## config.mk

```make
export PLATFORM = sky130hd
export DESIGN_NAME = instrDecoder
export DESIGN_NICKNAME = d
export VERILOG_FILES = /design/src/common/corePkg.sv /design/src/common/isaPkg.sv /design/src/rtl/instrDecoder.sv
export SDC_FILE = /design/constraint.sdc
export NUM_CORES = 1
export LEC_CHECK = 0
export ABC_AREA = 1
export BUFFER_PORTS_ARGS = -buffer_cell sky130_fd_sc_hd__buf_2
export CAP_MARGIN = 20
export CORE_AREA = 8 8 45 47
export DETAILED_ROUTE_END_ITERATION = 10
export DIE_AREA = 0 0 53 55
export SLEW_MARGIN = 20
export SYNTH_ARGS = -nofsm -noshare
export SYNTH_HDL_FRONTEND = slang
export SYNTH_SLANG_ARGS = --single-unit
```

## constraint.sdc

```tcl
create_clock -name vclk -period 0.8
set_input_delay 0 -clock vclk [all_inputs]
set_output_delay 0 -clock vclk [all_outputs]
set_load 0.02 [all_outputs]
```

## src/common/corePkg.sv

```systemverilog
package corePkg;

    typedef logic [31:0] wordT;                     // Datapath word

    localparam int claGroupWidth = 4;               // Bits per lookahead group

    // ALU select, bit 2 inverts b and sets carry-in
    typedef enum logic [2:0] {
        aluAnd = 3'b000,
        aluOr  = 3'b001,
        aluAdd = 3'b010,
        aluSub = 3'b110,
        aluSlt = 3'b111                             // Signed less-than
    } aluOpE;

    // Decoder outputs for one instruction
    typedef struct packed {
        logic  aluSrcImm;                           // b operand from immediate
        logic  regDstRd;                            // Write rd, else rt
        logic  memWrite;                            // Store to data memory
        logic  memToReg;                            // Writeback from load data
        logic  regWrite;                            // GPR write enable
        logic  branchEq;                            // beq
        logic  branchNe;                            // bne
        logic  jump;                                // j
        aluOpE aluOp;                               // ALU function
    } ctrlT;

endpackage

```

## src/common/isaPkg.sv

```systemverilog
package isaPkg;

    localparam int immWidth    = 16;                // Immediate field of I-type
    localparam int targetWidth = 26;                // Target field of J-type

    // Primary opcodes, bits 31:26
    typedef enum logic [5:0] {
        opRType = 6'b000000,                        // ALU ops, funct selects
        opJ     = 6'b000010,                        // Jump
        opBeq   = 6'b000100,                        // Branch if equal
        opBne   = 6'b000101,                        // Branch if not equal
        opAddi  = 6'b001000,                        // Add immediate
        opLw    = 6'b100011,                        // Load word
        opSw    = 6'b101011                         // Store word
    } opcodeE;

    // R-type function codes, bits 5:0
    typedef enum logic [5:0] {
        functAdd = 6'b100000,
        functSub = 6'b100010,
        functAnd = 6'b100100,
        functOr  = 6'b100101,
        functSlt = 6'b101010                        // Signed compare
    } functE;

    typedef logic [4:0] regIdxT;                    // One of 32 GPRs

    // R-type layout; I-type and J-type reuse the low bits
    // Immediate is instr[immWidth-1:0], target is instr[targetWidth-1:0]
    typedef struct packed {
        opcodeE     opcode;                         // 31:26
        regIdxT     rs;                             // 25:21
        regIdxT     rt;                             // 20:16
        regIdxT     rd;                             // 15:11
        logic [4:0] shamt;                          // 10:6, unused by this subset
        functE      funct;                          // 5:0
    } instrT;

endpackage

```

## src/rtl/instrDecoder.sv

```systemverilog
module instrDecoder (
    input  isaPkg::instrT instr,                    // Fetched instruction
    output corePkg::ctrlT ctrl                      // Control bundle
);

    // All strobes off, retires as no-op
    localparam corePkg::ctrlT nopCtrl = '{default: 1'b0, aluOp: corePkg::aluAnd};

    always_comb begin
        ctrl = nopCtrl;                             // Unknown opcode falls through
        case (instr.opcode)
            isaPkg::opRType: begin
                ctrl.regDstRd = 1'b1;               // Result goes to rd
                ctrl.regWrite = 1'b1;
                case (instr.funct)
                    isaPkg::functAdd: ctrl.aluOp = corePkg::aluAdd;
                    isaPkg::functSub: ctrl.aluOp = corePkg::aluSub;
                    isaPkg::functAnd: ctrl.aluOp = corePkg::aluAnd;
                    isaPkg::functOr:  ctrl.aluOp = corePkg::aluOr;
                    isaPkg::functSlt: ctrl.aluOp = corePkg::aluSlt;
                    default: ctrl = nopCtrl;        // Unknown funct, no write
                endcase
            end
            isaPkg::opAddi: begin
                ctrl.aluSrcImm = 1'b1;              // rs + sext(imm)
                ctrl.regWrite  = 1'b1;              // Into rt
                ctrl.aluOp     = corePkg::aluAdd;
            end
            isaPkg::opLw: begin
                ctrl.aluSrcImm = 1'b1;              // Address = rs + offset
                ctrl.memToReg  = 1'b1;
                ctrl.regWrite  = 1'b1;
                ctrl.aluOp     = corePkg::aluAdd;
            end
            isaPkg::opSw: begin
                ctrl.aluSrcImm = 1'b1;              // Address = rs + offset
                ctrl.memWrite  = 1'b1;              // Data from rt
                ctrl.aluOp     = corePkg::aluAdd;
            end
            isaPkg::opBeq: begin
                ctrl.branchEq = 1'b1;
                ctrl.aluOp    = corePkg::aluSub;    // Zero flag means equal
            end
            isaPkg::opBne: begin
                ctrl.branchNe = 1'b1;
                ctrl.aluOp    = corePkg::aluSub;
            end
            isaPkg::opJ: begin
                ctrl.jump = 1'b1;                   // ALU result ignored
            end
            default: begin
                ctrl = nopCtrl;
            end
        endcase
    end

endmodule

```

# After elaboration in Yosys (flattened, before gate mapping)
# Cells that the tools add are included.
[word_totals]
out_inout_bits = 11
regBits = 0
in_bits = 32
[classes]
eq_ne = 11
reduce_logical = 5
mux = 11
[ops]
columns = ["cell", "count"]
rows = [
  ["equality test 6 bit (second input constant)", 7],
  ["case mux 1 bit (2 select lines)", 7],
  ["equality test 6 x 3 -> 1 bit (second input constant)", 2],
  ["case mux 3 bit (4 select lines)", 1],
  ["case mux 3 bit (3 select lines)", 1],
  ["2-to-1 mux 7 bit", 1],
  ["equality test 6 x 2 -> 1 bit (second input constant)", 1],
  ["equality test 6 x 4 -> 1 bit (second input constant)", 1],
  ["zero test 6 bit", 1],
  ["OR reduction 5 bit", 1],
  ["OR reduction 2 bit", 2],
  ["OR reduction 3 bit", 1],
  ["2-to-1 mux 1 bit", 1],
]

# Longest topological paths before layout
[depth]
ltp_word = 4
mapped_depth = 7
ltp_nobuf = 7

# Least setup slack after synthesis
# No wires, ideal clock.
[synth_path]
kind = "input -> output"
from = "in instr[29] (netlist bit)"
to = "out ctrl[1] (netlist bit)"
n_path_buf = 0
arrival_time_ns = 0.680
path_stages = 6
setup_slack_ns = 0.120
cell_sequence = "inv_2 > nor2_1 > inv_1 > nor2_2 > nor2_1 > nand2_1"
[synth_rtl]
columns = ["element", "line", "source"]
rows = [
  ["start, declared", "instrDecoder.sv:2", "input isaPkg::instrT instr,"],
  ["end, declared", "instrDecoder.sv:3", "output corePkg::ctrlT ctrl"],
]

==> results.yml <==
timing:
  worstMarginPinSlew_ns: 0.1264
  slew_headroom_pct: 91.51
  setup-tns-final_ns: 0
  fmax_mhz: 1356
  slew_violations: 0
  period_needed_ns: 0.7372
  finalSetupViolCount: 0
  hold_violations: 0
  fin_crit_sh_pct: 92.15
  whs_ns: 0.3181
worst_setup_path:
  cp_data_required_time_ns: 0.80
  startpoint_type: "primary input"
  worstSetupPathType: "in2out"
  critPathArrivalTime_ns: 0.74
  cp-end-kind: "output pin"
  path_max_fanout: 5
layout:
  diodes: 0
  fillCellCount: 167
  drive_gt1_share_pct: 51.28
  design.seq.count: 0
  multi_input_area_um2: 226.5
  areaGrowthSynthToFinish_pct: 66.99
  seq_area_um2: 0
  nNetsFinal: 112
  clockBufferCount: 0
routing:
  wl_met3_um: 59
  dr_wl_met2_um: 361
  vias: 371
  top_layer_used: "met3"
  drt_iter0_drc: 2
  routed_via_density: 3.947
  avgRoutedWirePerCell_um: 7.915
  first_pass_iters: 4
  drt-total-wl_um: 744
  wl_met1_um: 323
  drc_errors: 0
  ant_nets: 0
min_path:
  hold_start: "instr[31]"
  holdPathEnd: "ctrl[3]"
  worstHoldPathCells: 3
  hold_path_class: "in2out"
yosys:
  yosys_warnings: 0
  synth_top_area_share_pct: 22.17
  synth_commonest_cells: "15 x nand2_1, 10 x inv_1, 9 x nor2_1"
  synthTopCellsByArea: "nand2_1 22%, inv_1 15%, nor2_2 15%"
  synth_seq_area_share_pct: 0
  synth_area_leader_cell: "nand2_1"
  synth_most_common_cell: "nand2_1"
  synth.distinct_cells: 10
  syn_avg_cell_area_um2: 4.618
  netlist_area_um2: 254.0
  netlist_instances: 55
  synth.net_count: 87
clock_tree:
  cts-hold-fix-buffers: 0
  post_cts_buffers: 0
  post_cts_resized: 1
grt:
  gr-usage-all-layers_pct: 4.796
  grt_max_degree: 6
  grt_first_pass_wirelength_um: 1193
  first_global_vias: 350
  gr-total-overflow: 0
  antenna_found_initial: 0
power_and_ir_drop:
  p_clk_share_pct: 0
  power_frac_seq_pct: 0
  ir_drop_v: 0.0001065
  p_sw_share_pct: 60.25
  p_int_uw: 52.74
  p_leak_uw: 0.0002870
  power_uw: 132.7
  p_sw_uw: 79.95
  comb_power_share_pct: 100.0
  power_density_nw_per_um2: 312.8
die:
  coreArea_um2: 1384
  initial_utilization_pct: 18.35
  io_pins: 43
  die_h_um: 55
  dieArea_um2: 2915
  placementRows: 14
  die_x_um: 53
run:
  cap_viol_max_count: 0
placed_design:
  gp_congestion: 0.7349
  hpwl_um: 706.7
  port_buffers: 23
status:
  status: "completed"
## per-stage QoR
step                      instance area [µm²]  worst slack [ns]  instances  utilization (%)
after global routing                    424.2         -0.009901         94            30.65
after CTS                               394.1          0.002395         94            28.48
after floorplan                         254.0            0.1201         55                -
after detailed placement                389.1          -0.01308         94            28.12
final                                   424.2           0.06278         94            30.65
after global placement                  389.1          0.008162         94            28.12
## cells in the final DEF, fill, tap and decap left out, drive strengths merged
cell	instances
buf	23
nand3b	1
inv	14
nor2	16
nand2	15
nor3	1
nand3	8
## final cells by class
| class | count | share of cell area, % |
|---|---|---|
| Multi-Input combinational cell | 41 | 53.39 |
| Timing Repair Buffer | 23 | 29.50 |
| Tap cell | 16 | 4.720 |
| Inverter | 14 | 12.39 |
## power by group through the flow
stage	combinational (µW)	sequential (µW)	clock [µW]
floorplan	63.1	0	0
global placement	119	0	0
detailed placement	120	0	0
CTS	123	0	0
global route	148	0	0
finish	133	0	0
## how the worst max path moves through the flow
stage	cells after the start	from	end	slack (ns)
after floorplan	6	instr[29]	ctrl[1]	0.12
after global placement	7	instr[31]	ctrl[6]	0.008
after detailed placement	7	instr[31]	ctrl[6]	-0.01
after CTS	7	instr[27]	ctrl[6]	0.002
after global routing	8	instr[27]	ctrl[1]	-0.01
final	7	instr[31]	ctrl[6]	0.06
## metal layers
metal | track usage (%) | up-vias
li1 | - | 208
met1 | 5.882 | 152
met3 | 0.8021 | 0
met5 | 0 | -
met2 | 8.984 | 11
met4 | 0 | 0
## worst max-delay path, stage by stage
cell	delay, ns
buf_2	0.12
nor2_4	0.14
nand3_2	0.10
inv_2	0.09
nand2_1	0.08
nand3_2	0.07
buf_4	0.13
## logic make-up (layout without fill, tap and decap cells)
logic type | after synthesis | after routing | synth area share [%]
buffers and inverters | 14 | 37 | 20.69
and+or+nand+nor | 41 | 41 | 79.31
(Power assumes the default switching activity.)
