**src/common/corePkg.sv**
```systemverilog
package corePkg;

    typedef logic [31:0] wordT;                     // Datapath word

    localparam int claGroupWidth = 4;               // Bits per lookahead group

    // ALU select, bit 2 inverts b and sets carry-in
    typedef enum logic [2:0] {
        aluAnd = 3'b000,
        aluOr  = 3'b001,
        aluAdd = 3'b010,
        aluSub = 3'b110,
        aluSlt = 3'b111                             // Signed less-than
    } aluOpE;

    // Decoder outputs for one instruction
    typedef struct packed {
        logic  aluSrcImm;                           // b operand from immediate
        logic  regDstRd;                            // Write rd, else rt
        logic  memWrite;                            // Store to data memory
        logic  memToReg;                            // Writeback from load data
        logic  regWrite;                            // GPR write enable
        logic  branchEq;                            // beq
        logic  branchNe;                            // bne
        logic  jump;                                // j
        aluOpE aluOp;                               // ALU function
    } ctrlT;

endpackage

```
**src/common/isaPkg.sv**
```systemverilog
package isaPkg;

    localparam int immWidth    = 16;                // Immediate field of I-type
    localparam int targetWidth = 26;                // Target field of J-type

    // Primary opcodes, bits 31:26
    typedef enum logic [5:0] {
        opRType = 6'b000000,                        // ALU ops, funct selects
        opJ     = 6'b000010,                        // Jump
        opBeq   = 6'b000100,                        // Branch if equal
        opBne   = 6'b000101,                        // Branch if not equal
        opAddi  = 6'b001000,                        // Add immediate
        opLw    = 6'b100011,                        // Load word
        opSw    = 6'b101011                         // Store word
    } opcodeE;

    // R-type function codes, bits 5:0
    typedef enum logic [5:0] {
        functAdd = 6'b100000,
        functSub = 6'b100010,
        functAnd = 6'b100100,
        functOr  = 6'b100101,
        functSlt = 6'b101010                        // Signed compare
    } functE;

    typedef logic [4:0] regIdxT;                    // One of 32 GPRs

    // R-type layout; I-type and J-type reuse the low bits
    // Immediate is instr[immWidth-1:0], target is instr[targetWidth-1:0]
    typedef struct packed {
        opcodeE     opcode;                         // 31:26
        regIdxT     rs;                             // 25:21
        regIdxT     rt;                             // 20:16
        regIdxT     rd;                             // 15:11
        logic [4:0] shamt;                          // 10:6, unused by this subset
        functE      funct;                          // 5:0
    } instrT;

endpackage

```
**src/rtl/registerFile.sv**
```systemverilog
module registerFile (
    input  logic           Clk,
    input  logic           rstN,
    input  isaPkg::regIdxT readIdxA,                // rs
    input  isaPkg::regIdxT readIdxB,                // rt
    input  logic           writeEn,
    input  isaPkg::regIdxT writeIdx,
    input  corePkg::wordT  writeData,
    output corePkg::wordT  readDataA,
    output corePkg::wordT  readDataB
);

    corePkg::wordT regs [1:31];                     // No storage behind $0

    // Reads are combinational, $0 hardwired to zero
    assign readDataA = (readIdxA == '0) ? '0 : regs[readIdxA];
    assign readDataB = (readIdxB == '0) ? '0 : regs[readIdxB];

    always_ff @(posedge Clk or negedge rstN) begin
        if (!rstN) begin
            for (int i = 1; i < 32; i++) begin
                regs[i] <= '0;                      // Architectural state cleared
            end
        end else if (writeEn && (writeIdx != '0)) begin
            regs[writeIdx] <= writeData;            // Writes to $0 dropped
        end
    end

endmodule

```
**config.mk**
```make
export PLATFORM = sky130hd
export DESIGN_NAME = registerFile
export DESIGN_NICKNAME = d
export VERILOG_FILES = /design/src/common/corePkg.sv /design/src/common/isaPkg.sv /design/src/rtl/registerFile.sv
export SDC_FILE = /design/constraint.sdc
export NUM_CORES = 2
export LEC_CHECK = 0
export BUFFER_PORTS_ARGS = -buffer_cell sky130_fd_sc_hd__buf_2
export CORE_MARGIN = 2
export CORE_UTILIZATION = 35
export CTS_CLUSTER_SIZE = 30
export DETAILED_ROUTE_END_ITERATION = 8
export PLACE_DENSITY_LB_ADDON = 0.12
export SLEW_MARGIN = 20
export SYNTH_ARGS = -nofsm -noshare
export SYNTH_HDL_FRONTEND = slang
export SYNTH_SLANG_ARGS = --single-unit
```
**constraint.sdc**
```tcl
create_clock -name Clk -period 1.85 [get_ports Clk]
set_clock_uncertainty 0.2 [all_clocks]
set_input_delay 0.0925 -clock Clk [delete_from_list [all_inputs] [get_ports Clk]]
set_output_delay 0.0925 -clock Clk [all_outputs]
set_load 0.03 [all_outputs]
```
After elaboration in Yosys (flattened, before gate mapping)

Index checks and enable logic that the tools add are counted.

Order comparisons: 4
Muxes and demuxes: 11
Bitwise operators: 3
Reductions and logical operators: 5

Operators by type and width:

| kind                                                        | count |
|---|---|
| bitwise mux 992 bit                                         | 1 |
| binary-select mux 32 bit (select 5 bit)                     | 2 |
| two-way mux 32 bit                                          | 7 |
| demux 32 bit (select 5 bit)                                 | 1 |
| greater-or-equal comparator 6 bit (second input constant)   | 3 |
| inverter 5 -> 6 bit                                         | 3 |
| logical NOT 5 bit                                           | 2 |
| less-than comparator 6 x 1 -> 1 bit (second input constant) | 1 |
| nonzero test 5 bit                                          | 1 |
| logical AND 1 bit                                           | 2 |

Register bits after elaboration: 992
Input bits: 50
Word-level logic and storage cells: 54

Depth between registers and ports, before layout

Depth after elaboration: 6
Gate-level depth with buffers: 9
Depth with buffers taken out: 4

Worst setup path after synthesis

No wires, ideal clock.

Path kind: input -> output
Start point: in readIdxB[1]
End point: out readDataB[13]
Arrival: 2,055 ps
Data required time: 1,558 ps
Path slack: -497 ps
Stages: 8
Path through: buf_6 -> buf_6 -> or2_1 -> buf_6 -> buf_2 -> o22ai_1 -> nor3_1 -> nor4_1

Word-level cells in the longest chain between the ends: 5
Elaborated cells between the ends (all ways): 6
Those cells by class: mux: 4; bitwise: 1; reduce/logical: 1

RTL lines:

| what                                                  | RTL line           | text |
|---|---|---|
| from (decl)                                           | registerFile.sv:5  | `input isaPkg::regIdxT readIdxB,` |
| inverter 5 -> 6 bit (not written as such)             | registerFile.sv:17 | `assign readDataB = (readIdxB == '0) ? '0 : regs[readIdxB];` |
| binary-select mux 32 bit (select 5 bit)               | registerFile.sv:17 |  |
| two-way mux 32 bit (not written as such) (2 in a row) | registerFile.sv:17 |  |
| two-way mux 32 bit *                                  | registerFile.sv:17 |  |
| to (decl)                                             | registerFile.sv:10 | `output corePkg::wordT readDataB` |

Every way passes the cells marked *; elsewhere a longest branch is shown, timed or not. The select of a mux whose other input is x is not followed.

Worst setup path after layout

Start point: reg regs[676] (netlist name)
End point: out readDataA[4]

Word-level cells in the longest chain between the ends: 4

RTL lines:

| what                                                  | RTL line           | text |
|---|---|---|
| from (decl)                                           | registerFile.sv:13 | `corePkg::wordT regs [1:31];` |
| from (signal, indexed assignment)                     | registerFile.sv:25 | `regs[writeIdx] <= writeData;` |
| binary-select mux 32 bit (select 5 bit)               | registerFile.sv:16 | `assign readDataA = (readIdxA == '0) ? '0 : regs[readIdxA];` |
| two-way mux 32 bit (not written as such) (2 in a row) | registerFile.sv:16 |  |
| two-way mux 32 bit                                    | registerFile.sv:16 |  |
| to (decl)                                             | registerFile.sv:9  | `output corePkg::wordT readDataA,` |

Every way passes these cells. The select of a mux whose other input is x is not followed.

==> metrics.txt <==
startpoint class of the critical path=flip-flop; synthesized flop and latch total=992; # diodes=0; post-DR wirelength/cell=29.6 um; DR pass1 iterations=5; final hold violations=0; Hold Slack=0.0353 ns; die area=156000 um^2; clock latency at the later pin of the worst-skew pair=0.72 ns; ys async rst share=100%; post-layout min period=2.82 ns; core area=152000 um^2; Synth Area per Inst=13.2 um^2; Hold Crit Class=in2reg; PnR worst setup slack=-0.975 ns; Clock Tree Buf Depth=3; CP peak stage delay=0.43 ns; top-area cell type share of the netlist area=46.3%; Via density=5.69; via count=38370; initial core utilization=35.3%; CP Data Arrival Time=2.53 ns; Total Power=69.6 mW; XOR/XNOR Fraction of Synth Area=0%; outcome=complete, but fails checks; cell taking the most area after synthesis=dfrtp_1; largest family of logic cells by synthesized area=multiplexers; total gr overflow=0; largest register by flop count=regs; CTS tree=done; Routability Congestion=0.820; clock net sink count=992; synth-to-layout area growth=28.9%; Fillers=13872; Worst-Margin Slew=0.812 ns; H-tree depth=3; Clk pin slew, worst setup/hold paths=0.06 ns; vias in the first global route=40024; main flop type after synthesis=dfrtp_1; Die X=396 um; Final #Nets=4665; largest registers=regs: 992 flops; Power Dens Cells=1010 nW/um^2; Final Cycle Share=153%; commonest cells after routing, fill and taps aside=mux2_2 (1036), dfrtp_1 (992), mux2i_1 (640); slowest cell on the critical path=mux4_2; drt drc=0; antenna violations before repair=12; top cells by area in the synthesized netlist=dfrtp_1 (46%), mux2_2 (22%), mux2i_1 (12%); compound-gate portion of the synthesized area=6.67%; failing checks=setup timing; adder-cell area share of the yosys netlist=0%; Worst VDD drop=0.000894 V; RSZ-0062 raised after global routing=yes; crit path cell chain=buf_6, mux4_2, a22o_1, a31oi_4, buf_6, nor3_4, buf_6; CTS root buffer=clkbuf_16; Initial DRC Count=2576; sequential area share after synthesis=46.3%; synthesis warning total=0; Pleak=31.0 nW; worst-path fanout max=2; Most common cell on crit path=buf_6; final wirelength=200000 um; share of layout cells above drive strength 1=51.2%; Worst slew margin=45.4%; max cap viols=0; first-pass GRT wire length=291000 um; most common cell after layout, fill and taps aside=mux2_2; Num CTS Buffers=117; multiplexer area fraction after synthesis=39.5%; Worst EP required=1.56 ns; Cells after Synth=4052; Slew Viols, Final=0; GRT Total Usage=25.3%; Final Core Density=45.5%; Ports=114; port bufs=113; syn_nets=4102; antenna viol nets, final=0; Rows=143; CP endpoint kind=output pin; HPWL Detailed=136000 um; largest net degree at the start of global routing=108; Syn Std Cell Area=53600 um^2; Final TNS setup=-51.55 ns; final setup vio count=69; chip height=396 um; Post-Synth Simple-Gate Area=3.24%; Max Clk Rate=354 MHz; max FFs per register=992; post-synthesis cell type count=39; critical path type=reg2out; EDFF count, synth=0
-- power by group --
| group | switching (mW) | internal (mW) |
|---|---|---|
| Clock | 9.82 | 13.6 |
| Sequential | 3.12 | 26.0 |
| Combinational | 7.51 | 9.62 |
-- cells in the mapped netlist, types with 3 or more instances --
master,number
mux2_2,1037
a22oi_1,63
a21oi_1,32
nand3b_1,4
or2_2,4
mux2i_1,641
clkbuf_1,183
nor4_1,11
a22o_1,31
buf_1,12
nand2b_1,8
nor2b_1,37
buf_8,3
buf_12,5
mux4_2,129
nand2_1,20
nor2_1,14
buf_2,130
o22ai_1,256
a211oi_1,32
nor3b_1,4
a221o_1,63
mux2_1,19
buf_6,18
buf_4,75
nor2_2,4
dfrtp_1,992
nor3_1,161
nor4_2,21
a31oi_1,31
-- metrics by stage --
step	instance area [um^2]	std cells	setup WS (ns)
floorplan	54400	4052	-0.0222
global placement	63400	6485	-0.704
detailed placement	63400	6485	-0.697
CTS	68800	6735	-1.02
global route	69100	6741	-1.06
finish	69100	6741	-0.975
-- path summary, 6_finish.rpt --
| kind | start | end | slack [ns] | cells after the start |
|---|---|---|---|---|
| min reg2reg | regs[634]$_DFFE_PN0P_ | regs[634]$_DFFE_PN0P_ | 0.31 | 1 |
| max reg2reg | regs[918]$_DFFE_PN0P_ | regs[918]$_DFFE_PN0P_ | 0.32 | 2 |
| max in group asynchronous | rstN | regs[260]$_DFFE_PN0P_ | 0.19 | 6 |
| min in group asynchronous | rstN | regs[412]$_DFFE_PN0P_ | 0.57 | 4 |
| max | regs[676]$_DFFE_PN0P_ | readDataA[4] | -0.97 | 7 |
| min | writeIdx[3] | regs[134]$_DFFE_PN0P_ | 0.04 | 6 |
-- critical path: cells and delay by family, from the launching register on --
family,cells,cell delay [ns]
AO/OA/AOI/OAI,2,0.47
buffers and inverters,3,0.43
multiplexers,1,0.43
flip-flops,1,0.39
AND/OR/NAND/NOR,1,0.06
-- cells by family (layout without fill, tap and decap cells) --
kind of cell / count (synthesis) / in the layout
buffers and inverters: 426 / 1085
flip-flops: 992 / 992
AO/OA/AOI/OAI: 509 / 509
multiplexers: 1826 / 1826
AND/OR/NAND/NOR: 299 / 299
-- area by class of cell --
type                       instances  area, um^2  area share, %
timing repair buffer             870        9420           13.6
clock buffer                     180        3520           5.09
sequential                       992       24800           35.9
clock inverter                    35         357          0.516
multi-input combinational       2634       28500           41.2
tap                             2030        2540           3.67
-- metal layers --
| layer | vias to the layer above | track usage, % | wire [um] |
|---|---|---|---|
| met5 | - | 0 | 48 |
| met4 | 10 | 6.61 | 5560 |
| met3 | 276 | 3.27 | 7840 |
| met2 | 866 | 40.9 | 93800 |
| met1 | 20578 | 35.7 | 92500 |
| li1 | 16640 | - | - |
-- timing repair --
item                                   in CTS  in global routing
gates resized for setup                   265                 64
hold buffers                               43                  8
pin swaps                                 110                 42
endpoints found under the hold margin    1984                 30
gates cloned                                0                  1
setup endpoints to repair                  64                314
buffers inserted                           22                 14
No activity file was read; power rests on OpenSTA's default activity.
