File: config.mk
export PLATFORM = sky130hd
export DESIGN_NAME = programCounter
export DESIGN_NICKNAME = d
export VERILOG_FILES = /design/src/common/corePkg.sv /design/src/common/isaPkg.sv /design/src/rtl/programCounter.sv
export SDC_FILE = /design/constraint.sdc
export NUM_CORES = 1
export LEC_CHECK = 0
export ABC_AREA = 1
export BUFFER_PORTS_ARGS = -buffer_cell sky130_fd_sc_hd__buf_2
export CORE_MARGIN = 5
export CORE_UTILIZATION = 30
export CTS_CLUSTER_SIZE = 30
export DETAILED_ROUTE_END_ITERATION = 10
export HOLD_SLACK_MARGIN = 0.06
export MAX_ROUTING_LAYER = met4
export SYNTH_ARGS = -nofsm -noshare
export SYNTH_HDL_FRONTEND = slang
export SYNTH_SLANG_ARGS = --single-unit
File: constraint.sdc
create_clock -name Clk -period 2.6 [get_ports Clk]
set_input_delay 0.78 -clock Clk [delete_from_list [all_inputs] [get_ports Clk]]
set_output_delay 0.78 -clock Clk [all_outputs]
set_load 0.02 [all_outputs]
File: src/common/corePkg.sv
package corePkg;

    typedef logic [31:0] wordT;                     // Datapath word

    localparam int claGroupWidth = 4;               // Bits per lookahead group

    // ALU select, bit 2 inverts b and sets carry-in
    typedef enum logic [2:0] {
        aluAnd = 3'b000,
        aluOr  = 3'b001,
        aluAdd = 3'b010,
        aluSub = 3'b110,
        aluSlt = 3'b111                             // Signed less-than
    } aluOpE;

    // Decoder outputs for one instruction
    typedef struct packed {
        logic  aluSrcImm;                           // b operand from immediate
        logic  regDstRd;                            // Write rd, else rt
        logic  memWrite;                            // Store to data memory
        logic  memToReg;                            // Writeback from load data
        logic  regWrite;                            // GPR write enable
        logic  branchEq;                            // beq
        logic  branchNe;                            // bne
        logic  jump;                                // j
        aluOpE aluOp;                               // ALU function
    } ctrlT;

endpackage

File: src/common/isaPkg.sv
package isaPkg;

    localparam int immWidth    = 16;                // Immediate field of I-type
    localparam int targetWidth = 26;                // Target field of J-type

    // Primary opcodes, bits 31:26
    typedef enum logic [5:0] {
        opRType = 6'b000000,                        // ALU ops, funct selects
        opJ     = 6'b000010,                        // Jump
        opBeq   = 6'b000100,                        // Branch if equal
        opBne   = 6'b000101,                        // Branch if not equal
        opAddi  = 6'b001000,                        // Add immediate
        opLw    = 6'b100011,                        // Load word
        opSw    = 6'b101011                         // Store word
    } opcodeE;

    // R-type function codes, bits 5:0
    typedef enum logic [5:0] {
        functAdd = 6'b100000,
        functSub = 6'b100010,
        functAnd = 6'b100100,
        functOr  = 6'b100101,
        functSlt = 6'b101010                        // Signed compare
    } functE;

    typedef logic [4:0] regIdxT;                    // One of 32 GPRs

    // R-type layout; I-type and J-type reuse the low bits
    // Immediate is instr[immWidth-1:0], target is instr[targetWidth-1:0]
    typedef struct packed {
        opcodeE     opcode;                         // 31:26
        regIdxT     rs;                             // 25:21
        regIdxT     rt;                             // 20:16
        regIdxT     rd;                             // 15:11
        logic [4:0] shamt;                          // 10:6, unused by this subset
        functE      funct;                          // 5:0
    } instrT;

endpackage

File: src/rtl/programCounter.sv
module programCounter (
    input  logic                             Clk,
    input  logic                             rstN,
    input  corePkg::ctrlT                    ctrl,        // From decoder
    input  logic                             aluZero,     // rs == rt on branches
    input  logic [isaPkg::immWidth-1:0]      immediate,   // Branch offset in words
    input  logic [isaPkg::targetWidth-1:0]   target,      // Jump target in words
    output corePkg::wordT                    pc
);

    localparam int wordWidth = $bits(corePkg::wordT);
    localparam int extWidth  = wordWidth - isaPkg::immWidth - 2;   // Sign bits above offset

    corePkg::wordT pcPlus4;                         // Sequential address
    corePkg::wordT branchAddr;
    corePkg::wordT jumpAddr;
    corePkg::wordT nextPc;
    logic          takeBranch;

    assign pcPlus4 = pc + 32'd4;

    // Word offset, sign extended and scaled to bytes
    assign branchAddr = pcPlus4 + {{extWidth{immediate[isaPkg::immWidth-1]}}, immediate, 2'b00};

    // Region bits kept from pc + 4
    assign jumpAddr = {pcPlus4[wordWidth-1:isaPkg::targetWidth+2], target, 2'b00};

    assign takeBranch = (ctrl.branchEq & aluZero) | (ctrl.branchNe & ~aluZero);

    always_comb begin
        if (ctrl.jump) begin
            nextPc = jumpAddr;
        end else if (takeBranch) begin
            nextPc = branchAddr;
        end else begin
            nextPc = pcPlus4;
        end
    end

    always_ff @(posedge Clk or negedge rstN) begin
        if (!rstN) begin
            pc <= '0;                               // Fetch starts at address 0
        end else begin
            pc <= nextPc;                           // One instruction per edge
        end
    end

endmodule

# Word-level counts from Yosys, hierarchy flattened
# Cells that the tools add are included.
# classes
n_addsub,2
muxes,2
n_bitwise,4
# op_table
cell,n
32-bit 2-to-1 mux,2
"32-bit by 3-bit adder with 32-bit output, second input constant",1
32-bit adder,1
1-bit bitwise AND,2
1-bit NOT,1
1-bit bitwise OR,1
# word_totals
regBits,32
inputBits,56
output_inout_bits,32
wordCells,9

# Depth between registers and ports, before layout
# logic_depth
word_depth,5
mapped_depth,23

# Least setup slack after synthesis
# OpenSTA, ideal clock, no wires.
# synth_timing
path_kind,register to register
from,register pc[2]
to,register pc[30]
setup_time_ns,0.117
arrival_ns,2.562
slack_ns,-0.079
path_stages_with_launch,18
period_less_slack_ns,2.679
path_cell_list,dfrtp_1 ha_1 nand2_2 nor2_1 nand4_1 nor2_1 or2_2 and2_1 ha_1 nand2_1 nor2_1 nand2_1 nor3_1 nand2_1 nand3_1 nand2_1 nand2_1 nand2_1
# synth_between
elab_chain_len,4
# synth_lines
element,line_no,rtl
start: declaration,programCounter.sv:8,output corePkg::wordT pc
start signal: assignment,programCounter.sv:44,pc <= nextPc;
32-bit by 3-bit adder with 32-bit output (*),programCounter.sv:20,assign pcPlus4 = pc + 32'd4;
32-bit adder,programCounter.sv:23,"assign branchAddr = pcPlus4 + {{extWidth{immediate[isaPkg::immWidth-1]}}, immediate, 2'b00};"
32-bit 2-to-1 mux,programCounter.sv:33,end else if (takeBranch) begin
32-bit 2-to-1 mux (*),programCounter.sv:31,if (ctrl.jump) begin
via nextPc[30],programCounter.sv:17,corePkg::wordT nextPc;
# The timed path passes the listed nets; every way through them passes the cells marked *.

# Worst setup path in the final report
# layout_timing
from,register pc[2]
to,register pc[28]
# The elaborated chain is that of the path after synthesis.

==> flow_metrics.py <==
metrics = {
    "critical_path": {
        "path_max_fanout": 4,
        "ff2ff_path_depth": 16,
        "worstPathRequired_ps": 2760,
        "startpoint_type": "register",
        "reg2reg_from": "pc[2]",
        "r2r-end": "pc[28]",
        "cp-end-kind": "register",
        "path_class": "reg2reg",
        "arrival_ps": 2910,
        "r2r_slack_ps": -150,
    },
    "timing": {
        "finalHoldViolations": 0,
        "fin_ws_ps": -148.3,
        "skew_ps": 8.650,
        "finalCriticalPeriod_ps": 2748,
        "slew_headroom_pct": 51.83,
        "max_freq_mhz": 363.9,
        "fin_crit_sh_pct": 105.7,
        "tightestPinTransition_ps": 722.6,
        "setup_viol": 14,
        "rsz0062_at_grt": "yes",
        "maxSlewViolCount": 0,
    },
    "routing": {
        "drtIter0Drc": 315,
        "drt_pass1_iterations": 4,
        "drc": 0,
        "vias": 5267,
        "wl_per_cell_um": 14.41,
        "dr_wl_met3_um": 756,
        "wl_met2_um": 7921,
        "top_layer": "met4",
        "drt-total-wl_um": 16200,
        "viasPerCell": 4.686,
        "drtAntennaViolNets": 0,
        "met1_length_um": 7176,
    },
    "placement": {
        "placed_area_um2": 5692,
        "place_congestion": 0.9273,
        "dp_cells": 1094,
        "place_hpwl_um": 12600,
        "portBuffers": 77,
    },
    "layout": {
        "diodes": 0,
        "largest_register": "pc",
        "largestRegisters": "pc: 30 flops",
        "drive_above_1_share_pct": 45.97,
        "nets": 1037,
        "final_area_um2": 6990,
        "stdcell_count": 1124,
        "largest_register_ffs": 30,
        "utilization_pct": 50.56,
        "area_growth_pct": 65.44,
    },
    "power": {
        "ir_drop_mv": 0.2694,
        "clkPwrFrac_pct": 13.3,
        "seqPwrFrac_pct": 15.7,
        "intPower_uw": 2365,
        "power_density_nw_per_um2": 629.4,
        "p_sw_share_pct": 46.25,
        "pwr-share-comb_pct": 71.0,
        "switchingPower_uw": 2035,
        "total_power_uw": 4400,
        "power_leakage_uw": 0.003515,
    },
    "grt": {
        "grt.total_usage_pct": 19.14,
        "antenna_found_initial": 0,
        "grt_pass1_wl_um": 24390,
        "grt_remaining_overflow": 0,
        "grt_max_degree": 31,
        "grt_pass1_vias": 5001,
    },
    "cts": {
        "cts_buffer_depth": 2,
        "cts_root_buffer": "clkbuf_16",
        "clock-sinks": 30,
        "h-tree-depth": 2,
        "clkSlewWorstSetupHoldPaths_ps": 60,
        "cts_tree": "built",
        "clk_latency_ps": 280,
        "cts_made_buffers": 5,
    },
    "status": {
        "outcome": "finished with violations",
        "violations": "negative setup slack",
    },
    "job": {
        "cap_violations": 0,
    },
    "die": {
        "die-area_um2": 16560,
        "die_x_um": 128.7,
        "ioPinCount": 88,
        "initial_core_util_pct": 30.56,
        "num_rows": 43,
        "die_h_um": 128.7,
        "core_area_um2": 13830,
    },
    "logic_synthesis": {
        "synth.yosys.seq_area_share_pct": 17.77,
        "syn_avg_cell_area_um2": 5.812,
        "syn_inst": 727,
        "ys_ff_latch": 30,
        "yosysUniqueCellTypes": 35,
        "yosys_warnings": 0,
        "syn-cell-area_um2": 4225,
    },
    "worst_hold_path": {
        "hold_class": "in2async",
    },
}
==> worst max path at each step <==
stage / from / to / slack [ps] / cells after the start
final: pc[2] / pc[28] / -150 / 16
after global routing: pc[5] / pc[31] / -300 / 22
after CTS: pc[2] / pc[28] / -90 / 17
after detailed placement: pc[2] / pc[27] / -290 / 17
after global placement: pc[2] / pc[29] / -220 / 16
after floorplan: pc[5] / pc[28] / 10 / 18
==> Yosys cell counts (all sizes together) <==
cell type    n  share of area (%)
ha          37                 11
o221ai       5                1.0
nor2        78                7.5
o21bai       8                1.4
nand3       53                6.5
nand3b       5               0.89
o211ai       6                1.1
dfrtp       30                 18
nand2      257                 23
nor3        13                2.0
o21ai       21                2.5
fa           1               0.47
and2         4               0.59
conb         1              0.089
a21oi       33                3.9
a22oi        4               0.71
nand4       10                1.5
or2          4               0.59
xor2         9                1.9
inv        119                 11
nor4         3               0.44
xnor2       13                2.7
buf          5               0.71
clkbuf       5               0.44
a21o         3               0.53
==> placed cells by master (no fill, tap or decap), drive strengths merged, types with 6 or more instances in the layout <==
cell type | synthesis | final
o211ai | 6 | 6
o21bai | 8 | 8
inv | 119 | 119
nor2 | 78 | 78
o21ai | 21 | 21
xnor2 | 13 | 13
dfrtp | 30 | 30
a21oi | 33 | 33
clkbuf | 5 | 7
nand4 | 10 | 10
nor3 | 13 | 13
xor2 | 9 | 9
ha | 37 | 37
buf | 5 | 218
nand2 | 257 | 257
nand3 | 53 | 53
==> power groups by stage <==
stage                     logic, uW  clock network [uW]  registers (uW)
final                          3120                 585             691
after global routing           3420                 620             706
after CTS                      2720                 597             681
after detailed placement       2400                   0             690
after global placement         2390                   0             687
after floorplan                1250                   0             812
==> final cells by class <==
type / count / area [um^2]
fill: 1275 / 6837
multi-input combinational: 569 / 3965
timing repair buffer: 218 / 1451
sequential: 30 / 754.5
inverter: 119 / 446.7
tap: 180 / 225.2
clock buffer: 7 / 142.6
clock inverter: 1 / 5.005
==> per-layer routing <==
metal	global-route usage, %	up-vias
met5	-	-
met4	4.385	0
met3	1.494	22
met2	32.65	124
met1	24.71	2381
li1	-	2740
==> through the flow <==
step	setup slack (ps)	hold WS, ps	setup TNS (ps)
after floorplan	11.98	484.4	0
after global placement	-219.1	625.4	-2740
after detailed placement	-285.7	635.5	-3322
after CTS	-91.48	553.2	-735.7
after global routing	-302.9	599.6	-4233
final	-148.3	539.0	-1039
==> repair_timing <==
action / 4_1_cts / 5_1_grt
setup buffers: 8 / 14
endpoints found under the hold margin: 0 / 0
setup endpoints to repair: 22 / 23
hold buffers: 0 / 0
pin swaps: 32 / 34
gates resized for setup: 114 / 112
==> worst max-delay path, stage by stage (launching register included) <==
cell      delay [ps]
dfrtp_2          430
ha_2             220
nand2_4           90
nor2_1            50
nand4_1          130
nor2_1            70
or2_2            290
and2_4           160
ha_4             320
nand2_4          100
o21ai_0          280
nand2_1          110
nand3_1           90
nand3b_1         110
nand2_1           50
nand3_1           70
nand2_1           70
==> cells by family (layout without fill, tap and decap cells) <==
logic type / after synthesis / in the layout / synth area share, %
AOI/OAI and AO/OA: 80 / 80 / 11.16
xor gates and xnor gates: 22 / 22 / 4.560
adders and majority gates: 38 / 38 / 11.43
buffers and inverters: 129 / 345 / 11.73
DFF: 30 / 30 / 17.77
other: 1 / 2 / 0.08875
and+or+nand+nor: 427 / 427 / 43.26
Note: power is estimated with default switching activity, not from simulation.
