`src/common/corePkg.sv`:
```
package corePkg;

    typedef logic [31:0] wordT;                     // Datapath word

    localparam int claGroupWidth = 4;               // Bits per lookahead group

    // ALU select, bit 2 inverts b and sets carry-in
    typedef enum logic [2:0] {
        aluAnd = 3'b000,
        aluOr  = 3'b001,
        aluAdd = 3'b010,
        aluSub = 3'b110,
        aluSlt = 3'b111                             // Signed less-than
    } aluOpE;

    // Decoder outputs for one instruction
    typedef struct packed {
        logic  aluSrcImm;                           // b operand from immediate
        logic  regDstRd;                            // Write rd, else rt
        logic  memWrite;                            // Store to data memory
        logic  memToReg;                            // Writeback from load data
        logic  regWrite;                            // GPR write enable
        logic  branchEq;                            // beq
        logic  branchNe;                            // bne
        logic  jump;                                // j
        aluOpE aluOp;                               // ALU function
    } ctrlT;

endpackage

```
`src/alu/alu.sv`:
```
module alu (
    input  corePkg::wordT  a,                       // rs
    input  corePkg::wordT  b,                       // rt or immediate
    input  corePkg::aluOpE op,
    output corePkg::wordT  result,
    output logic           zero                     // Result is all zeros
);

    localparam int wordWidth = $bits(corePkg::wordT);

    logic          subtract;                        // Two's complement of b
    corePkg::wordT bIn;
    corePkg::wordT sum;
    logic          carryToMsb;
    logic          carryOut;
    logic          overflow;
    logic          lessThan;

    assign subtract = (op == corePkg::aluSub) || (op == corePkg::aluSlt);
    assign bIn      = subtract ? ~b : b;            // Carry-in adds the one

    claAdder i_adder (
        .a          (a),
        .b          (bIn),
        .carryIn    (subtract),
        .sum        (sum),
        .carryToMsb (carryToMsb),
        .carryOut   (carryOut)
    );

    // Signed overflow when carries in and out of the sign bit differ
    assign overflow = carryToMsb ^ carryOut;
    assign lessThan = sum[wordWidth-1] ^ overflow;  // True sign of a - b

    always_comb begin
        case (op)
            corePkg::aluAnd: result = a & b;
            corePkg::aluOr:  result = a | b;
            corePkg::aluAdd: result = sum;
            corePkg::aluSub: result = sum;
            corePkg::aluSlt: result = {{(wordWidth-1){1'b0}}, lessThan};
            default:         result = '0;           // Unused codes
        endcase
    end

    assign zero = (result == '0);                   // beq and bne use a - b

endmodule

```
`src/alu/claAdder.sv`:
```
module claAdder (
    input  corePkg::wordT a,
    input  corePkg::wordT b,
    input  logic          carryIn,
    output corePkg::wordT sum,
    output logic          carryToMsb,               // Carry into sign bit
    output logic          carryOut
);

    localparam int width     = $bits(corePkg::wordT);
    localparam int groupW    = corePkg::claGroupWidth;
    localparam int groups    = width / groupW;      // Eight groups of four
    localparam int fanWidth  = (groups > groupW) ? groups : groupW;

    logic [width-1:0]  g;                           // Bit generate
    logic [width-1:0]  p;                           // Bit propagate
    logic [width-1:0]  c;                           // Carry into each bit
    logic [groups-1:0] groupG;
    logic [groups-1:0] groupP;
    logic [groups:0]   groupC;                      // Carry into each group

    // Carry into position n as a flat sum of products
    function automatic logic lookAhead(input logic [fanWidth-1:0] gen,
                                       input logic [fanWidth-1:0] prop,
                                       input logic cin, input int n);
        logic carry;
        logic chain;
        carry = cin;
        for (int i = 0; i < n; i++) carry = carry & prop[i];
        for (int j = 0; j < n; j++) begin
            chain = gen[j];                         // Generated at j, passed up
            for (int i = j + 1; i < n; i++) chain = chain & prop[i];
            carry = carry | chain;
        end
        return carry;
    endfunction

    assign g = a & b;
    assign p = a ^ b;                               // Doubles as half sum

    always_comb begin                               // First level, per group
        for (int k = 0; k < groups; k++) begin
            groupG[k] = lookAhead(g[k*groupW +: groupW], p[k*groupW +: groupW], 1'b0, groupW);
            groupP[k] = &p[k*groupW +: groupW];
        end
    end

    always_comb begin                               // Second level, across groups
        for (int k = 0; k <= groups; k++) groupC[k] = lookAhead(groupG, groupP, carryIn, k);
    end

    always_comb begin                               // Bit carries inside each group
        for (int k = 0; k < groups; k++) begin
            for (int i = 0; i < groupW; i++) begin
                c[k*groupW+i] = lookAhead(g[k*groupW +: groupW], p[k*groupW +: groupW],
                                          groupC[k], i);
            end
        end
    end

    assign sum        = p ^ c;
    assign carryToMsb = c[width-1];
    assign carryOut   = groupC[groups];

endmodule

```
`config.mk`:
```
export PLATFORM = sky130hd
export DESIGN_NAME = alu
export DESIGN_NICKNAME = d
export VERILOG_FILES = /design/src/common/corePkg.sv /design/src/alu/alu.sv /design/src/alu/claAdder.sv
export SDC_FILE = /design/constraint.sdc
export NUM_CORES = 1
export LEC_CHECK = 0
export ABC_AREA = 1
export BUFFER_PORTS_ARGS = -buffer_cell sky130_fd_sc_hd__buf_2
export CORE_ASPECT_RATIO = 1.1
export CORE_MARGIN = 4
export CORE_UTILIZATION = 55
export DETAILED_ROUTE_END_ITERATION = 7
export PLACE_DENSITY = 0.86
export SLEW_MARGIN = 10
export SYNTH_ARGS = -nofsm -noshare
export SYNTH_HDL_FRONTEND = slang
export SYNTH_HIERARCHICAL = 1
export SYNTH_SLANG_ARGS = --single-unit
```
`constraint.sdc`:
```
create_clock -name vclk -period 5.2
set_input_delay 0.52 -clock vclk [all_inputs]
set_output_delay 0.52 -clock vclk [all_outputs]
set_load 0.005 [all_outputs]
```
After elaboration in Yosys (flattened, before gate mapping) --
Index checks and enable logic that the tools add are counted. Widths: inputs -> output; s select.
Storage, ports and cells: bits in registers 0, bits in latches 0, RAM bits 0, bits in read-only memories 0, output and inout port bits 33, word-level logic and storage cells 242, memories kept 0
Operators by class: add/sub/neg operators 0, $mul 0, divide/modulo/power cells 0, $lt $le $gt $ge 0, equality and inequality tests 4, shift-type cells 0, muxes and demuxes 2, bitwise logic cells 224, reductions and logical operators 12
Operators by type and width (number):
- $pmux 32 s4 | 1
- $and 1x1->1 | 108
- $or 1x1->1 | 108
- $and 32x32->32 | 2
- $xor 32x32->32 | 2
- $logic_not 32->1 | 1
- $mux 32 | 1
- $not 32->32 | 1
- $or 32x32->32 | 1
- $reduce_and 4->1 | 8
- $eq 3x3->1 const B | 2
- $eq 3x1->1 const B | 1
- $eq 3x2->1 const B | 1
- $logic_not 3->1 | 1
- $reduce_or 2->1 | 1
- $xor 1x1->1 | 2
- $logic_or 1x1->1 | 1

Longest topological paths before layout --
depth in word-level cells 33, mapped depth 26, gate-level depth less buffers 25

Modules after synthesis --
The synthesis kept the hierarchy.
Modules (own cells, without submodules):
- alu | times used 1, cells each 329, area each 1631.6 um^2
- claAdder | times used 1, cells each 196, area each 1435.1 um^2

Least setup slack after synthesis --
No wires, ideal clock.
kind input port to output port, from input op[1], to output zero, data arrival time 3.350 ns, required time 4.680 ns, setup slack 1.330 ns, cell stages on the path 26, buffers on the path 1, path through nand2_1 -> buf_2 -> xor2_1 -> ha_1 -> nand2_1 -> inv_2 -> nand2_2 -> nor2_1 -> nand2_1 -> nand2_1 -> nor2_1 -> nand2_2 -> nand2_2 -> a21boi_1 -> ha_1 -> nand2_1 -> nand2_1 -> a21o_1 -> xor2_1 -> nand2_1 -> o21ai_0 -> nor2_1 -> nand2_1 -> nor2_1 -> nand3_1 -> nor2_1
On the way: elaborated cells on any way between the ends 239, those cells by class 4 x eq/ne; 2 x mux; 221 x bitwise; 12 x reduce/logical
RTL lines:
- start: declaration | RTL line alu.sv:4 | input corePkg::aluOpE op,
- $eq 3x3->1 | RTL line alu.sv:19 | assign subtract = (op == corePkg::aluSub) || (op == corePkg::aluSlt);
- $logic_or 1x1->1 (*) | RTL line alu.sv:19
- $mux 32 (*) | RTL line alu.sv:20 | assign bIn = subtract ? ~b : b;
- named net bIn[12] | RTL line alu.sv:12 | corePkg::wordT bIn;
- $and 32x32->32 | RTL line claAdder.sv:38 | assign g = a & b;
- $and 1x1->1 (3 in a row) | RTL line claAdder.sv:32 | for (int i = j + 1; i < n; i++) chain = chain & prop[i];
- $or 1x1->1 (3 in a row) | RTL line claAdder.sv:33 | carry = carry | chain;
- $and 1x1->1 (3 in a row) | RTL line claAdder.sv:32
- $or 1x1->1 (*) (4 in a row) | RTL line claAdder.sv:33
- $and 1x1->1 (*) (3 in a row) | RTL line claAdder.sv:29 | for (int i = 0; i < n; i++) carry = carry & prop[i];
- $or 1x1->1 (*) (3 in a row) | RTL line claAdder.sv:33
- named net carryToMsb | RTL line alu.sv:14 | logic carryToMsb;
- $xor 32x32->32 (*) | RTL line claAdder.sv:61 | assign sum = p ^ c;
- named net sum[31] | RTL line alu.sv:13 | corePkg::wordT sum;
- $xor 1x1->1 | RTL line alu.sv:33 | assign lessThan = sum[wordWidth-1] ^ overflow;
- $pmux 32 s4 (*) | RTL line alu.sv:36 | case (op)
- $logic_not 32->1 (*) | RTL line alu.sv:46 | assign zero = (result == '0);
- end: declaration | RTL line alu.sv:6 | output logic zero
Mark *: on every way through the listed nets, which the timed path passes. The rest lies on a longest branch.

Final worst setup path --
Ends and elaborated chain as after synthesis.

==> results_dict.tcl <==
set metrics [dict create \
    drive_above_1_share_pct 20.5 \
    setup-tns-final_ps 0 \
    seq_cell_count 0 \
    p_comb_share_pct 100.0 \
    gr-total-overflow 0 \
    regArea_um2 0 \
    outcome "complete, no violations" \
    powerDensity_nw_per_um2 134 \
    cp_slowest_stage_delay_ps 440 \
    ys_seq_area_share_pct 0 \
    path_common_cell "nand2_1" \
    max-slew-margin-rel_pct 44.8 \
    hold_class "in2out" \
    portBuffers 100 \
    post-route-min-period_ps 4650 \
    dp_hpwl_mm 6.68 \
    synthSimpleGateAreaFrac_pct 40.4 \
    antenna_found_initial 0 \
    drc_errors 0 \
    rsz0062_at_grt "no" \
    post_cts_resized 0 \
    dieArea_um2 6840 \
    core_um2 5400 \
    power_leakage_nw 2.17 \
    worstPathArrival_ps 4130 \
    drtIter0Drc 157 \
    grt_pass1_wl_mm 13.5 \
    muxShareOfSynthArea_pct 0 \
    total_power_mw 0.477 \
    die_w_um 79.2 \
    utilization_pct 66.0 \
    row_count 28 \
    endpoint_kind "primary output" \
    multiInputGateArea_um2 2620 \
    worst-setup-path-type "in2out" \
    wire_per_inst_um 11.9 \
    drv_slew 0 \
    diodes 0 \
    crit_required_ps 4680 \
    ys_warn_count 6 \
    ir_worst_vdd_mv 0.0795 \
    synth_top_family_by_area "simple AND/OR/NAND/NOR gates" \
    fin_crit_sh_pct 89.3 \
    dp_cells 686 \
    post_cts_buffers 0 \
    setup_violations 0 \
    fin_cells 686 \
    ios 100 \
    wl_mm 8.18 \
    grt_use_total_pct 23.1 \
    grt_max_degree 37 \
    num_vias 3463 \
    synth-compound-area-share_pct 7.06 \
    post_dp_cell_area_um2 3560 \
    avgSynthCellArea_um2 5.84 \
    intPower_mw 0.200 \
    globalplace.congestion 0.866 \
    synth_cells 525 \
    final.clkbuf_count 0 \
    tightest_slew_ps 826 \
    crit_family "simple AND/OR/NAND/NOR gates" \
    syn_nets 640 \
    synth_adder_area_share_pct 21.5 \
    start_kind "primary input" \
    p_seq_share_pct 0 \
    cp_num_buf_inv 4 \
    vias_per_cell 5.05 \
    fin_area_um2 3560 \
    cap_viol_max_count 0 \
    grt_pass1_vias 3203 \
    start_util_pct 56.8 \
    swShare_pct 58.2 \
    hold_viol 0 \
    max_freq_mhz 215 \
    firstDrtPassIters 4 \
    yosysUniqueCellTypes 34 \
    die_h_um 86.3 \
    p_sw_mw 0.278 \
    syn-cell-area_um2 3070 \
    power_frac_clock_pct 0 \
    fin_nets 728 \
    area_delta_synth_final_pct 16.2 \
    cpMaxStageDelayCell "nand2_2" \
    nFillCells 508 \
    cp_max_fo 19 \
    postRouteAntennaNets 0 \
    synth_xor_area_share_pct 16.3 \
    cts_hold_buf 0 \
]
==> synthesized netlist by cell type, drive strengths merged <==
| master | n | area share, % |
|---|---|---|
| a211oi | 1 | 0.24 |
| a21boi | 1 | 0.24 |
| a21o | 2 | 0.49 |
| a21oi | 23 | 3.9 |
| a31oi | 1 | 0.20 |
| buf | 17 | 4.0 |
| fa | 8 | 5.2 |
| ha | 40 | 16 |
| inv | 87 | 11 |
| nand2 | 149 | 19 |
| nand3 | 72 | 12 |
| nand3b | 4 | 0.98 |
| nand4 | 5 | 1.5 |
| nor2 | 45 | 6.3 |
| nor3 | 1 | 0.33 |
| o211ai | 1 | 0.24 |
| o21ai | 8 | 1.3 |
| o21bai | 1 | 0.24 |
| o22ai | 1 | 0.20 |
| or2 | 1 | 0.20 |
| xnor2 | 24 | 6.9 |
| xor2 | 33 | 9.4 |
==> area by class of cell <==
| cell class | count | share of cell area [%] |
|---|---|---|
| well taps | 75 | 2.63 |
| multi-input cells | 421 | 73.5 |
| inverters | 87 | 9.23 |
| repair buffers | 103 | 14.7 |
==> through the flow <==
stage / setup WS [ps] / hold WS (ps)
after global placement: 645 / 1400
after global routing: 153 / 1430
final: 555 / 1410
after CTS: 557 / 1410
after floorplan: 1330 / 1180
after detailed placement: 558 / 1410
==> logic make-up (layout without fill, tap and decap cells) <==
family	Yosys count	count (layout)
xor+xnor	57	57
fa+ha+maj	48	48
buf+inv	104	190
compound gates	39	39
simple gates	277	277
==> cells in the final DEF (no fill, tap or decap) <==
master	count
nand2_1	142
buf_2	100
inv_1	82
nand3_1	70
nor2_1	41
ha_1	40
xor2_1	33
xnor2_1	24
a21oi_1	22
o21ai_0	8
fa_1	8
nand2_2	7
nand4_1	4
nand3b_1	4
inv_2	4
nor2_4	3
buf_4	3
a21o_1	2
inv_4	1
nand4_4	1
nand3_4	1
o22ai_1	1
nor2_2	1
a21oi_2	1
nand3_2	1
nor3_2	1
a31oi_1	1
or2_2	1
o211ai_1	1
o21bai_1	1
a21boi_1	1
a211oi_1	1
==> worst paths after layout <==
check	startpoint	end	depth (start not counted)
worst max-delay path	op[1]	zero	28
worst min-delay path	b[7]	result[7]	4
==> layer usage <==
layer	part of all wire [%]	track usage, %	up-vias
li1	-	-	1818
met1	44	29.1	1528
met2	48	42.5	104
met3	6.6	2.39	13
met4	1.7	4.38	0
met5	0	0	-
==> power by group through the flow <==
| stage | Clock [mW] | Sequential (mW) | Combinational [mW] |
|---|---|---|---|
| 6_report | 0 | 0 | 0.477 |
| 3_5_place_dp | 0 | 0 | 0.473 |
| 5_1_grt | 0 | 0 | 0.541 |
| 2_1_floorplan | 0 | 0 | 0.343 |
| 3_3_place_gp | 0 | 0 | 0.462 |
| 4_1_cts | 0 | 0 | 0.476 |
(Power assumes the default switching activity.)
